==> src/logic/monitor_pkg.sv <==
/*
 * Shared sizes, message field positions and types for the PDES core monitor.
 * Modules import it inside their bodies; port lists use scoped names.
 */
package monitor_pkg;

   // core and LP counts
   localparam int num_core = 4;
   localparam int core_id_w = $clog2(num_core);
   localparam int num_lp = 8;
   localparam int lp_id_w = $clog2(num_lp);

   // message layout
   localparam int time_w = 16;
   localparam int msg_w = 32;
   localparam int time_lsb = 0;
   localparam int lp_lsb = 16;
   // set on a return when the core has finished its event
   localparam int end_bit = 31;

   // one register per level of the min-select tree
   localparam int tree_levels = core_id_w;
   // input reg, match reg, tree, stall reg
   localparam int release_latency = 3 + tree_levels;

   typedef logic [core_id_w-1:0] core_id_t;
   typedef logic [lp_id_w-1:0]   lp_id_t;
   typedef logic [time_w-1:0]    time_t;
   typedef logic [msg_w-1:0]     msg_t;
   // one bit per core
   typedef logic [num_core-1:0]  core_mask_t;

   // event tag carried down the pipeline
   typedef enum logic [1:0] {
      op_none = 2'd0,
      op_send = 2'd1,
      op_recv = 2'd2
   } op_kind_t;

endpackage

==> src/logic/core_table.sv <==
/*
 * Per-core LP/timestamp table with the first two pipeline stages.
 * Stage one registers the event tag, stage two registers the match vector
 * and a snapshot of the table timestamps for the min-select tree.
 */
`timescale 1ns/1ps

module core_table (
   input  logic                    clk,
   input  logic                    reset,
   input  monitor_pkg::msg_t       msg,
   input  logic                    sent_vld,
   input  logic                    rcv_vld,
   input  monitor_pkg::core_id_t   core_id,
   input  monitor_pkg::core_mask_t active,
   output monitor_pkg::op_kind_t   stage_op,
   output monitor_pkg::core_id_t   stage_core,
   output monitor_pkg::core_mask_t match,
   output monitor_pkg::time_t      entry_time [monitor_pkg::num_core]
);
   import monitor_pkg::*;

   lp_id_t     msg_lp;
   time_t      msg_time;
   logic       msg_end;

   // table contents
   lp_id_t     tab_lp   [num_core];
   time_t      tab_time [num_core];

   // input register stage
   op_kind_t   in_op;
   core_id_t   in_core;
   lp_id_t     in_lp;
   core_mask_t in_active;

   lp_id_t     origin_lp;
   core_mask_t match_next;

   // message field decode
   assign msg_lp = msg[lp_lsb +: lp_id_w];
   assign msg_time = msg[time_lsb +: time_w];
   assign msg_end = msg[end_bit];

   // a send overwrites the destination entry
   always_ff @(posedge clk or posedge reset) begin
      if (reset) begin
         for (int c = 0; c < num_core; c++) begin
            tab_lp[c] <= '0;
            tab_time[c] <= '0;
         end
      end else if (sent_vld) begin
         tab_lp[core_id] <= msg_lp;
         tab_time[core_id] <= msg_time;
      end
   end

   // event tag, returns count only with end bit set
   always_ff @(posedge clk or posedge reset) begin
      if (reset) begin
         in_op <= op_none;
         in_active <= '0;
      end else begin
         if (sent_vld)
            in_op <= op_send;
         else if (rcv_vld && msg_end)
            in_op <= op_recv;
         else
            in_op <= op_none;
         in_active <= active;
      end
   end

   always_ff @(posedge clk) begin
      in_core <= core_id;
      in_lp <= msg_lp;
   end

   // send compares the new LP, return compares the origin's table LP
   assign origin_lp = (in_op == op_send) ? in_lp : tab_lp[in_core];

   always_comb begin
      for (int c = 0; c < num_core; c++) begin
         match_next[c] = in_active[c] && (tab_lp[c] == origin_lp)
                         && (core_id_t'(c) != in_core);
      end
   end

   // match stage, tag kept aligned with its vector
   always_ff @(posedge clk or posedge reset) begin
      if (reset) begin
         stage_op <= op_none;
         match <= '0;
      end else begin
         stage_op <= in_op;
         match <= match_next;
      end
   end

   // timestamps frozen for this event
   always_ff @(posedge clk) begin
      stage_core <= in_core;
      for (int c = 0; c < num_core; c++)
         entry_time[c] <= tab_time[c];
   end

endmodule

==> src/logic/min_select_tree.sv <==
/*
 * Pipelined minimum-select over the matching cores.
 * Nodes are kept heap style: node 1 is the root, leaves sit at num_core and up.
 * Each internal node is one register, so the result lands tree_levels cycles
 * after match, with its event tag delayed alongside.
 */
`timescale 1ns/1ps

module min_select_tree (
   input  logic                    clk,
   input  logic                    reset,
   input  monitor_pkg::op_kind_t   stage_op,
   input  monitor_pkg::core_id_t   stage_core,
   input  monitor_pkg::core_mask_t match,
   input  monitor_pkg::time_t      entry_time [monitor_pkg::num_core],
   output monitor_pkg::op_kind_t   res_op,
   output monitor_pkg::core_id_t   res_core,
   output monitor_pkg::core_id_t   sel_core,
   output logic                    sel_vld
);
   import monitor_pkg::*;

   // registered internal nodes
   time_t      node_time [1:num_core-1];
   core_id_t   node_idx  [1:num_core-1];
   logic [num_core-1:1] node_vld;

   // internal nodes plus leaves in one view
   time_t      all_time [1:2*num_core-1];
   core_id_t   all_idx  [1:2*num_core-1];
   logic [2*num_core-1:1] all_vld;
   logic [num_core-1:1]   take_left;

   // tag delay line
   op_kind_t   op_pipe   [tree_levels];
   core_id_t   core_pipe [tree_levels];

   always_comb begin
      for (int k = 1; k < num_core; k++) begin
         all_time[k] = node_time[k];
         all_idx[k] = node_idx[k];
         all_vld[k] = node_vld[k];
      end
      // leaves straight from the match stage
      for (int c = 0; c < num_core; c++) begin
         all_time[num_core + c] = entry_time[c];
         all_idx[num_core + c] = core_id_t'(c);
         all_vld[num_core + c] = match[c];
      end
      // left child holds the lower indices, so ties go left
      for (int k = 1; k < num_core; k++) begin
         take_left[k] = all_vld[2*k] &&
                        (!all_vld[2*k+1] || (all_time[2*k] <= all_time[2*k+1]));
      end
   end

   always_ff @(posedge clk or posedge reset) begin
      if (reset)
         node_vld <= '0;
      else
         for (int k = 1; k < num_core; k++)
            node_vld[k] <= all_vld[2*k] | all_vld[2*k+1];
   end

   always_ff @(posedge clk) begin
      for (int k = 1; k < num_core; k++) begin
         node_time[k] <= take_left[k] ? all_time[2*k] : all_time[2*k+1];
         node_idx[k] <= take_left[k] ? all_idx[2*k] : all_idx[2*k+1];
      end
   end

   always_ff @(posedge clk or posedge reset) begin
      if (reset) begin
         for (int i = 0; i < tree_levels; i++)
            op_pipe[i] <= op_none;
      end else begin
         op_pipe[0] <= stage_op;
         for (int i = 1; i < tree_levels; i++)
            op_pipe[i] <= op_pipe[i-1];
      end
   end

   always_ff @(posedge clk) begin
      core_pipe[0] <= stage_core;
      for (int i = 1; i < tree_levels; i++)
         core_pipe[i] <= core_pipe[i-1];
   end

   assign res_op = op_pipe[tree_levels-1];
   assign res_core = core_pipe[tree_levels-1];
   // root of the tree
   assign sel_core = node_idx[1];
   assign sel_vld = node_vld[1];

endmodule

==> src/logic/stall_control.sv <==
/*
 * Stall register, one bit per core.
 * A send stalls its core on the sampling edge; tree results release
 * the origin (send, no match) or the selected waiter (return, match).
 */
`timescale 1ns/1ps

module stall_control (
   input  logic                    clk,
   input  logic                    reset,
   input  logic                    sent_vld,
   input  monitor_pkg::core_id_t   core_id,
   input  monitor_pkg::op_kind_t   res_op,
   input  monitor_pkg::core_id_t   res_core,
   input  monitor_pkg::core_id_t   sel_core,
   input  logic                    sel_vld,
   output monitor_pkg::core_mask_t stall
);
   import monitor_pkg::*;

   core_mask_t set_mask;
   core_mask_t rel_mask;

   // immediate stall of the destination core
   assign set_mask = sent_vld ? (core_mask_t'(1) << core_id) : '0;

   always_comb begin
      rel_mask = '0;
      case (res_op)
         op_send: begin
            // nobody else on this LP
            if (!sel_vld)
               rel_mask = core_mask_t'(1) << res_core;
         end
         op_recv: begin
            // earliest waiter on the returned LP
            if (sel_vld)
               rel_mask = core_mask_t'(1) << sel_core;
         end
         default: begin
            rel_mask = '0;
         end
      endcase
   end

   // release beats set on the same core
   always_ff @(posedge clk or posedge reset) begin
      if (reset)
         stall <= '0;
      else
         stall <= (stall | set_mask) & ~rel_mask;
   end

endmodule

==> src/logic/lp_conflict_monitor.sv <==
/*
 * PDES core monitor top level.
 * Watches scheduler sends and core returns and drives one stall line
 * per core so that no two active cores work on the same LP.
 */
`timescale 1ns/1ps

module lp_conflict_monitor (
   input  logic                    clk,
   input  logic                    reset,
   input  monitor_pkg::msg_t       msg,
   input  logic                    sent_vld,
   input  logic                    rcv_vld,
   input  monitor_pkg::core_id_t   core_id,
   input  monitor_pkg::core_mask_t active,
   output monitor_pkg::core_mask_t stall
);
   import monitor_pkg::*;

   // table to tree
   op_kind_t   stage_op;
   core_id_t   stage_core;
   core_mask_t match;
   time_t      entry_time [num_core];

   // tree to stall register
   op_kind_t   res_op;
   core_id_t   res_core;
   core_id_t   sel_core;
   logic       sel_vld;

   core_table core_table_inst (
      .clk        (clk),
      .reset      (reset),
      .msg        (msg),
      .sent_vld   (sent_vld),
      .rcv_vld    (rcv_vld),
      .core_id    (core_id),
      .active     (active),
      .stage_op   (stage_op),
      .stage_core (stage_core),
      .match      (match),
      .entry_time (entry_time)
   );

   min_select_tree min_select_tree_inst (
      .clk        (clk),
      .reset      (reset),
      .stage_op   (stage_op),
      .stage_core (stage_core),
      .match      (match),
      .entry_time (entry_time),
      .res_op     (res_op),
      .res_core   (res_core),
      .sel_core   (sel_core),
      .sel_vld    (sel_vld)
   );

   // set path taken straight from the inputs
   stall_control stall_control_inst (
      .clk      (clk),
      .reset    (reset),
      .sent_vld (sent_vld),
      .core_id  (core_id),
      .res_op   (res_op),
      .res_core (res_core),
      .sel_core (sel_core),
      .sel_vld  (sel_vld),
      .stall    (stall)
   );

endmodule

==> config.mk <==
export PLATFORM = sky130hd
export DESIGN_NAME = lp_conflict_monitor
export DESIGN_NICKNAME = d
export VERILOG_FILES = /design/src/logic/monitor_pkg.sv /design/src/logic/core_table.sv /design/src/logic/min_select_tree.sv /design/src/logic/stall_control.sv /design/src/logic/lp_conflict_monitor.sv
export SDC_FILE = /design/constraint.sdc
export NUM_CORES = 1
export LEC_CHECK = 0
export BUFFER_PORTS_ARGS = -buffer_cell sky130_fd_sc_hd__buf_2
export CORE_MARGIN = 8
export CORE_UTILIZATION = 63
export CTS_BUF_LIST = sky130_fd_sc_hd__clkbuf_4
export DETAILED_ROUTE_END_ITERATION = 6
export PLACE_DENSITY_LB_ADDON = 0.15
export SYNTH_ARGS = -nofsm -noshare
export SYNTH_HDL_FRONTEND = slang
export SYNTH_HIERARCHICAL = 1
export SYNTH_SLANG_ARGS = --single-unit
==> constraint.sdc <==
create_clock -name clk -period 3.1 [get_ports clk]
set_clock_uncertainty 0.05 [all_clocks]
set_input_delay 0.155 -clock clk [delete_from_list [all_inputs] [get_ports clk]]
set_output_delay 0.155 -clock clk [all_outputs]
set_load 0.05 [all_outputs]
==> Word level (Yosys, flattened, before mapping) <==
Memory sizes are Yosys's and may differ from the RTL's.
Cells that the tools add are included.
{ "totals": {"mem_count": 3, "ramBits": 58, "input_bits": 42, "latch_bits": 0, "romBits": 0, "reg_bits": 170, "out_inout_bits": 4} }
{ "memory_table": {"columns": ["name", "depth", "width", "rd", "rd_ports_with_merged_regs", "write_ports", "line_no", "text"], "rows": [
  ["min_select_tree_inst.node_time", 3, 16, 2, 0, 3, "min_select_tree.sv:24", "time_t node_time [1:num_core-1];"],
  ["min_select_tree_inst.node_idx", 3, 2, 3, 0, 3, "min_select_tree.sv:25", "core_id_t node_idx [1:num_core-1];"],
  ["min_select_tree_inst.core_pipe", 2, 2, 2, 0, 2, "min_select_tree.sv:36", "core_id_t core_pipe [tree_levels];"]
]} }
{ "op_classes": {"n_lt_le_gt_ge": 6, "n_div": 0, "n_bitwise": 8, "mux": 22, "reduce_logical": 20, "shifts": 3, "mul": 0, "n_eq_ne": 10, "addsub": 0} }
{ "op_table": {"columns": ["operator", "count"], "rows": [
  ["bitwise mux 64 bit", 1],
  ["2-to-1 mux 16 bit", 4],
  ["less-or-equal comparator 16 bit", 3],
  ["demux 16 bit (select 2 bit)", 1],
  ["logical AND 1 bit", 13],
  ["bitwise mux 12 bit", 1],
  ["== test 3 bit", 4],
  ["2-to-1 mux 3 bit", 4],
  ["2-to-1 mux 4 bit", 3],
  ["left shift 1 x 2 -> 4 bit (first input constant)", 3],
  ["case mux 4 bit (2 select lines)", 1],
  ["binary-select mux 3 bit (select 2 bit)", 1],
  ["demux 3 bit (select 2 bit)", 1],
  ["greater-or-equal comparator 3 bit (second input constant)", 2],
  ["2-to-1 mux 2 bit", 3],
  ["NOT 2 -> 3 bit", 2],
  ["AND 4 bit", 1],
  ["== test 2 x 1 -> 1 bit (second input constant)", 2],
  ["!= test 2 bit (first input constant)", 2],
  ["NOT 4 bit", 1],
  ["bitwise OR 4 bit", 1],
  ["zero test 1 bit", 3],
  ["logical OR 1 bit", 3],
  ["less-than comparator 3 x 1 -> 1 bit (second input constant)", 1],
  ["other kinds (5)", 8]
]} }

==> Logic depth before layout (Yosys ltp) <==
Gate-level depths: netlist of run 1.
{ "depth": {"word_depth": 8, "ltp_mapped": 9} }

==> Modules after synthesis <==
The synthesis of run 1 kept the hierarchy.
{ "modules_own_cells": {"columns": ["module", "area_per_inst_um2", "instances", "cells_each"], "rows": [
  ["core_table", 4875.9, 1, 286],
  ["min_select_tree", 2817.7, 1, 272],
  ["stall_control", 266.5, 1, 29]
]} }

==> Worst setup path after synthesis of run 1 <==
Ideal clock, no wire load.
{ "synth_path": {"path_type": "register to register", "start": "register core_table_inst/entry_time[46] (netlist bit)", "end": "register min_select_tree_inst/node_time[1][10] (netlist name)", "arrival_time_ns": 1.988, "synth_period_minus_slack_ns": 2.159, "path_stages_with_launch": 9, "slack_ns": 0.941, "required_time_ns": 2.929, "n_path_buf": 1, "setup_time_ns": 0.121, "path_cell_list": "dfxtp_1 > inv_1 > ha_1 > nand4_4 > nor4_4 > o21ai_2 > a31oi_4 > buf_12 > mux2_4"} }
{ "synth_lines": {"columns": ["element", "line_no", "text"], "rows": [
  ["from (decl)", "core_table.sv:19", "output monitor_pkg::time_t entry_time [monitor_pkg::num_core]"],
  ["from (signal, indexed assignment)", "core_table.sv:104", "entry_time[c] <= tab_time[c];"]
]} }

==> impl_metrics.py, run 1 <==
metrics = {
    "sta": {
        "fin_crit_sh_pct": 83.79,
        "max_freq_mhz": 385.0,
        "hold_viol_final": 0,
        "max-slew-margin-rel_pct": 54.42,
        "setup_viol": 0,
        "max_slew.worst_pin.slew_ns": 0.6829,
        "rsz0062_at_grt": "false",
        "slew_violations": 0,
        "period_needed_ns": 2.597,
        "setup_tns_ns": 0,
    },
    "die": {
        "fp.coreArea_um2": 12470,
        "die_y_um": 128.4,
        "chipWidth_um": 128.4,
        "initial_core_util_pct": 63.86,
        "row_count": 41,
        "io_pins": 46,
        "die-area_um2": 16490,
    },
    "global_route": {
        "grt_pass1_wl_um": 24950,
        "grt_overflow_total": 0,
        "grt_pass1_vias": 5212,
        "track_usage_pct": 19.40,
        "grt_max_degree": 38,
        "antenna_found_initial": 1,
    },
    "power": {
        "p_int_uw": 5164,
        "pwr-share-seq_pct": 49.3,
        "leakage_uw": 0.004352,
        "p_per_area_nw_per_um2": 768.9,
        "power_frac_clock_pct": 30.9,
        "p_sw_share_pct": 27.70,
        "pwr-share-comb_pct": 19.8,
        "ir_drop_mv": 0.4512,
        "p_sw_uw": 1979,
    },
    "worst_setup_path": {
        "path_max_fanout": 4,
        "start_kind": "flip-flop",
        "worst_setup_path_end_kind": "flip-flop",
        "r2r_start": "min_select_tree_inst/node_time[1][31]$_DFF_P_",
        "cp_cell_sequence": "inv_1, ha_1, nand4_1, nor4_1, o21ai_0, a31oi_1, mux2_2",
        "crit_family": "simple AND/OR/NAND/NOR gates",
        "worstPathArrival_ns": 3.05,
        "worstSetupPathType": "flip-flop to flip-flop",
        "critPathLaunch": "min_select_tree_inst/node_time[1][31]$_DFF_P_",
        "cpPeakStageDelay_ns": 0.60,
        "worst-path-buf-inv": 1,
        "crit_required_ns": 3.55,
        "critPathSlowestCell": "nor4_1",
    },
    "clock_tree": {
        "cts_tree": "done",
        "clkLatencyLatePin_ns": 0.63,
        "root_buffer": "clkbuf_4",
        "cts_max_level": 2,
        "path_clk_slew_ns": 0.07,
        "cts_buffers": 51,
        "max-clock-path-buffers": 3,
        "cts.sinks": 210,
        "cts_resized": 0,
    },
    "detailed_routing": {
        "ant_nets": 0,
        "via_per_inst": 5.185,
        "drc_errors": 0,
        "drt_iter0_markers": 228,
        "num_vias": 4729,
        "wl_per_cell_um": 16.19,
        "wl_um": 14770,
        "drt_pass1_iterations": 5,
    },
    "synth": {
        "ys_seq_area_share_pct": 59.04,
        "syn_inst": 587,
        "synth_top_area_share_pct": 31.12,
        "synth_nets": 679,
        "synth_area_um2": 7960,
        "synth_edf_count": 0,
        "synth_cell_types": 50,
        "ys_top_cells_by_count": "111 x dfxtp_1, 99 x dfrtp_1, 91 x mux2_2",
        "avgSynthCellArea_um2": 13.56,
        "yosys.area.top_type": "dfrtp_1",
        "synthArstFlopShare_pct": 47.14,
        "yosysMostFrequentCell": "dfxtp_1",
        "yosys-top-cells-area": "dfrtp_1 31%, dfxtp_1 28%, mux2_2 13%",
        "ys_seq_elements": 210,
        "synth_ff_type": "dfxtp_1",
        "yosys_warnings": 6,
    },
    "layout": {
        "seq_area_um2": 4700,
        "nets": 789,
        "multi_input_area_um2": 2913,
        "drive_gt1_share_pct": 34.28,
        "area_growth_pct": 16.71,
        "fillCellCount": 827,
        "final_util_pct": 74.53,
    },
    "min_path": {
        "hold_class": "input port to async pin",
    },
    "place": {
        "portBuffers": 33,
        "hpwl_um": 9762,
        "place.gp.congestion": 0.8041,
    },
    "status": {
        "status": "finished, final reports clean",
    },
    "run": {
        "maxCapViolCount": 0,
    },
}
layout make-up:
| type | instances | area share [%] |
|---|---|---|
| repair buffers | 73 | 5.980 |
| clock inverters | 12 | 0.4848 |
| flip-flops and latches | 210 | 50.59 |
| clock buffers | 82 | 6.626 |
| multi-input cells | 297 | 31.35 |
| well taps | 172 | 2.316 |
| diodes | 2 | 0.05387 |
| inverters | 64 | 2.599 |
worst register-to-register path, cell delays in order, from the launching register on:
cell     delay, ns
dfxtp_1       0.31
inv_1         0.04
ha_1          0.30
nand4_1       0.17
nor4_1        0.60
o21ai_0       0.22
a31oi_1       0.39
mux2_2        0.39
registers in the layout (all words and copies together) (netlist names):
name	count
core_table_inst/in_core	2
core_table_inst/tab_lp	12
core_table_inst/in_op	2
core_table_inst/stage_core	2
min_select_tree_inst/node_time	32
core_table_inst/in_active	4
core_table_inst/in_lp	3
min_select_tree_inst/core_pipe	4
stall_control_inst/stall	4
min_select_tree_inst/res_op	2
min_select_tree_inst/node_idx	4
min_select_tree_inst/op_pipe	2
min_select_tree_inst/node_vld	3
core_table_inst/entry_time	64
core_table_inst/tab_time	64
core_table_inst/match	4
core_table_inst/stage_op	2
routing by layer:
layer	routed length [um]	GRT usage (%)	part of all wire [%]	up-vias
met1	6037	22.16	41	2290
met3	761	5.172	5.2	27
met2	7692	33.86	52	119
li1	-	-	-	2293
met4	278	7.902	1.9	0
met5	0	0	0	-
stage by stage:
stage	instances	power (uW)	instance area (um2)	hold WS, ns	setup WS, ns
after floorplan	587	4571	7960	-0.1289	0.6164
after global placement	785	4886	8314	0.01760	0.5439
after detailed placement	785	4961	8314	0.02258	0.5415
after CTS	910	7225	9285	0.03522	0.4957
after global routing	912	7610	9290	0.06695	0.4322
final	912	7143	9290	0.1197	0.5027
cells in the final DEF, fill, tap and decap left out, drive strengths merged, types with 3 or more instances in the layout:
| master | Yosys | final |
|---|---|---|
| inv | 64 | 63 |
| a31oi | 7 | 7 |
| nor3 | 5 | 5 |
| buf | 13 | 42 |
| dfxtp | 111 | 111 |
| o21ai | 10 | 10 |
| nand3b | 3 | 3 |
| nand3 | 6 | 6 |
| xor2 | 4 | 4 |
| dlygate4sd3 | 0 | 31 |
| or2 | 3 | 3 |
| a211oi | 4 | 4 |
| a21o | 5 | 5 |
| dfrtp | 99 | 99 |
| nand4 | 8 | 8 |
| clkbuf | 3 | 82 |
| ha | 50 | 50 |
| clkinv | 0 | 13 |
| nor4b | 3 | 3 |
| nand2 | 16 | 16 |
| a21oi | 16 | 16 |
| nand2b | 3 | 3 |
| nor2 | 10 | 10 |
| nor4 | 8 | 8 |
| mux2 | 110 | 110 |
| xnor2 | 8 | 8 |
logic make-up (layout without fill, tap and decap cells):
kind of cell | Yosys count | after routing | synth area share (%)
flip-flops | 210 | 210 | 59.04
buffers and inverters | 80 | 231 | 4.433
adder cells (fa/ha/maj) | 50 | 50 | 7.859
AND/OR/NAND/NOR | 69 | 69 | 5.140
XOR/XNOR | 12 | 12 | 1.320
AO/OA/AOI/OAI | 52 | 52 | 4.621
multiplexers | 114 | 114 | 17.59
other | 0 | 2 | 0
power by group through the flow:
stage	Clock [uW]	Sequential (uW)	Combinational, uW
after detailed placement	0	3580	1380
after global routing	2450	3590	1580
final	2210	3520	1410
after CTS	2280	3520	1420
after global placement	0	3550	1340
after floorplan	0	3530	1040
path summary, 6_finish.rpt:
check / to / slack [ns] / cells after the start
hold reg to reg: min_select_tree_inst/core_pipe[0][2]$_DFF_P_ / 0.28 / 0
min in group clk: core_table_inst/in_active[1]$_DFF_PP0_ / 0.12 / 2
hold / removal: core_table_inst/tab_lp[5]$_DFFE_PP0P_ / 0.12 / 3
setup reg to reg: min_select_tree_inst/node_idx[0][0]$_DFF_P_ / 0.50 / 7
setup / recovery: min_select_tree_inst/node_idx[0][0]$_DFF_P_ / 0.50 / 7
max in group asynchronous: core_table_inst/tab_time[35]$_DFFE_PP0P_ / 2.04 / 4
repair_timing:
item / 4_1_cts / 5_1_grt
setup buffers: 0 / 0
endpoints found under the setup margin: 0 / 0
hold buffers: 31 / 0
endpoints found under the hold margin: 137 / 0
No activity file was read; power rests on OpenSTA's default activity.
==> inputs of run 2 (changes only) <==
Settings changed: CORE_UTILIZATION 63 to 57.
Clock period 3.1 ns to 2.1 ns, I/O delays scaled along.
==> impl_metrics.py, run 2 (synthesized netlist as in run 1, its figures left out) <==
metrics = {
    "layout": {
        "area_growth_pct": 25.45,
        "final_util_pct": 72.50,
        "drive_gt1_share_pct": 44.81,
        "nets": 810,
        "reg.largest.list": "core_table_inst/entry_time x64, core_table_inst/tab_time x64, min_select_tree_inst/node_time x32",
        "layout_common_cells": "99 x dfrtp_1, 93 x dfxtp_1, 81 x clkbuf_4",
        "diodes": 0,
        "fillCellCount": 940,
        "final_common_cell": "dfrtp_1",
    },
    "sta": {
        "max_slew.worst_pin.slew_ns": 0.6902,
        "rsz0062_at_grt": "true",
        "fin_crit_sh_pct": 112.8,
        "slew_violations": 0,
        "period_needed_ns": 2.368,
        "hold_viol_final": 0,
        "max_freq_mhz": 422.3,
        "max-slew-margin-rel_pct": 53.89,
        "setup_viol": 32,
        "fin_ws_ns": -0.2679,
    },
    "worst_setup_path": {
        "start_kind": "flip-flop",
        "regToRegSetupSlack_ns": -0.27,
        "worstPathArrival_ns": 2.82,
        "r2r_end": "min_select_tree_inst/node_time[1][31]$_DFF_P_",
        "path_max_fanout": 7,
        "crit_required_ns": 2.56,
        "reg2reg_depth": 10,
        "worst_setup_path_end_kind": "flip-flop",
        "r2r_start": "core_table_inst/entry_time[13]$_DFF_P_",
        "worstSetupPathType": "flip-flop to flip-flop",
    },
    "detailed_routing": {
        "ant_nets": 0,
        "wl_per_cell_um": 17.57,
        "drt_iter0_markers": 201,
        "wl_um": 16530,
        "num_vias": 4861,
        "drc_errors": 0,
        "via_per_inst": 5.166,
        "drt_pass1_iterations": 5,
    },
    "power": {
        "ir_drop_mv": 0.5858,
        "leakage_uw": 0.004561,
        "p_per_area_nw_per_um2": 1135,
    },
    "global_route": {
        "antenna_found_initial": 0,
        "grt_max_degree": 32,
        "grt_overflow_total": 0,
        "grt_pass1_wl_um": 26700,
        "track_usage_pct": 18.69,
        "grt_pass1_vias": 5416,
    },
    "place": {
        "place.gp.congestion": 0.7826,
        "pre_cts_ws_ns": -0.1779,
        "hpwl_um": 10230,
        "portBuffers": 33,
    },
    "status": {
        "violations": "negative setup slack",
        "status": "complete, but fails checks",
    },
    "min_path": {
        "worstHoldPathCells": 2,
        "min_from": "active[3]",
        "holdPathEnd": "core_table_inst/in_active[3]$_DFF_PP0_",
        "hold_class": "input port to flip-flop",
    },
    "die": {
        "row_count": 43,
        "io_pins": 46,
        "chipWidth_um": 134.2,
        "fp.coreArea_um2": 13770,
        "initial_core_util_pct": 57.79,
        "die-area_um2": 18000,
        "die_y_um": 134.2,
    },
    "clock_tree": {
        "root_buffer": "clkbuf_4",
        "cts_buffers": 52,
        "cts_tree": "done",
        "cts_max_level": 2,
        "max-clock-path-buffers": 3,
        "clkLatencyLatePin_ns": 0.64,
        "cts.sinks": 210,
        "path_clk_slew_ns": 0.07,
    },
    "run": {
        "maxCapViolCount": 0,
    },
}
==> run 2: final cells by class <==
cell class,instances,area [um2],area share (%)
inverters,64,244.0,2.443
well taps,180,225.2,2.255
repair buffers,93,760.7,7.618
flip-flops and latches,210,4722,47.29
multi-input cells,297,3364,33.69
clock buffers,81,608.1,6.089
clock inverters,16,61.31,0.6140
==> run 2: stage by stage <==
step | TNS [ns] | std cells | total power [uW] | hold WS (ns) | area, um2
detailed placement | -3.907 | 803 | 7429 | -0.006999 | 8453
global placement | -2.112 | 803 | 7322 | -0.01689 | 8453
global route | -6.119 | 941 | 12040 | 0.006226 | 9986
CTS | -3.419 | 939 | 11120 | 0.01680 | 9721
finish | -4.649 | 941 | 11340 | 0.06544 | 9986
floorplan | -0.1563 | 587 | 6761 | -0.1789 | 7981
==> run 2: metal layers <==
layer | share of wire (%) | routed length [um] | track usage [%]
met5 | 0 | 0 | 0
met4 | 1.9 | 313 | 7.735
met3 | 4.3 | 714 | 5.198
met2 | 53 | 8706 | 32.34
met1 | 41 | 6796 | 21.31
==> run 2: worst max path at each step <==
stage	start	endpoint	depth (start not counted)
after floorplan	core_table_inst/entry_time[37]$_DFF_P_	min_select_tree_inst/node_time[1][10]$_DFF_P_	8
after global placement	core_table_inst/entry_time[43]$_DFF_P_	min_select_tree_inst/node_time[1][12]$_DFF_P_	8
after detailed placement	core_table_inst/entry_time[1]$_DFF_P_	min_select_tree_inst/node_time[1][31]$_DFF_P_	8
after CTS	core_table_inst/entry_time[1]$_DFF_P_	min_select_tree_inst/node_time[1][22]$_DFF_P_	9
after global routing	core_table_inst/entry_time[13]$_DFF_P_	min_select_tree_inst/node_time[1][31]$_DFF_P_	10
final	core_table_inst/entry_time[13]$_DFF_P_	min_select_tree_inst/node_time[1][31]$_DFF_P_	10
==> run 2: repair_timing <==
action	CTS	global route
resized for setup	46	51
setup buffers	7	5
pin swaps	17	23
gates cloned	2	0
setup endpoints to repair	33	34
endpoints found under the hold margin	190	0
hold buffers	31	0
==> run 2: power by group <==
| part | switching (uW) | internal [uW] |
|---|---|---|
| clock network | 1570 | 1760 |
| logic | 1250 | 1460 |
| registers | 473 | 4820 |
==> run 2: critical path, cell delays in order, from the launching register on <==
cell and delay, ns:
dfxtp_2 0.33, inv_1 0.07, ha_4 0.27, nand4_1 0.14, buf_4 0.20, o41ai_2 0.31
nand2_1 0.10, o41a_1 0.17, buf_6 0.15, buf_12 0.14, mux2_4 0.30
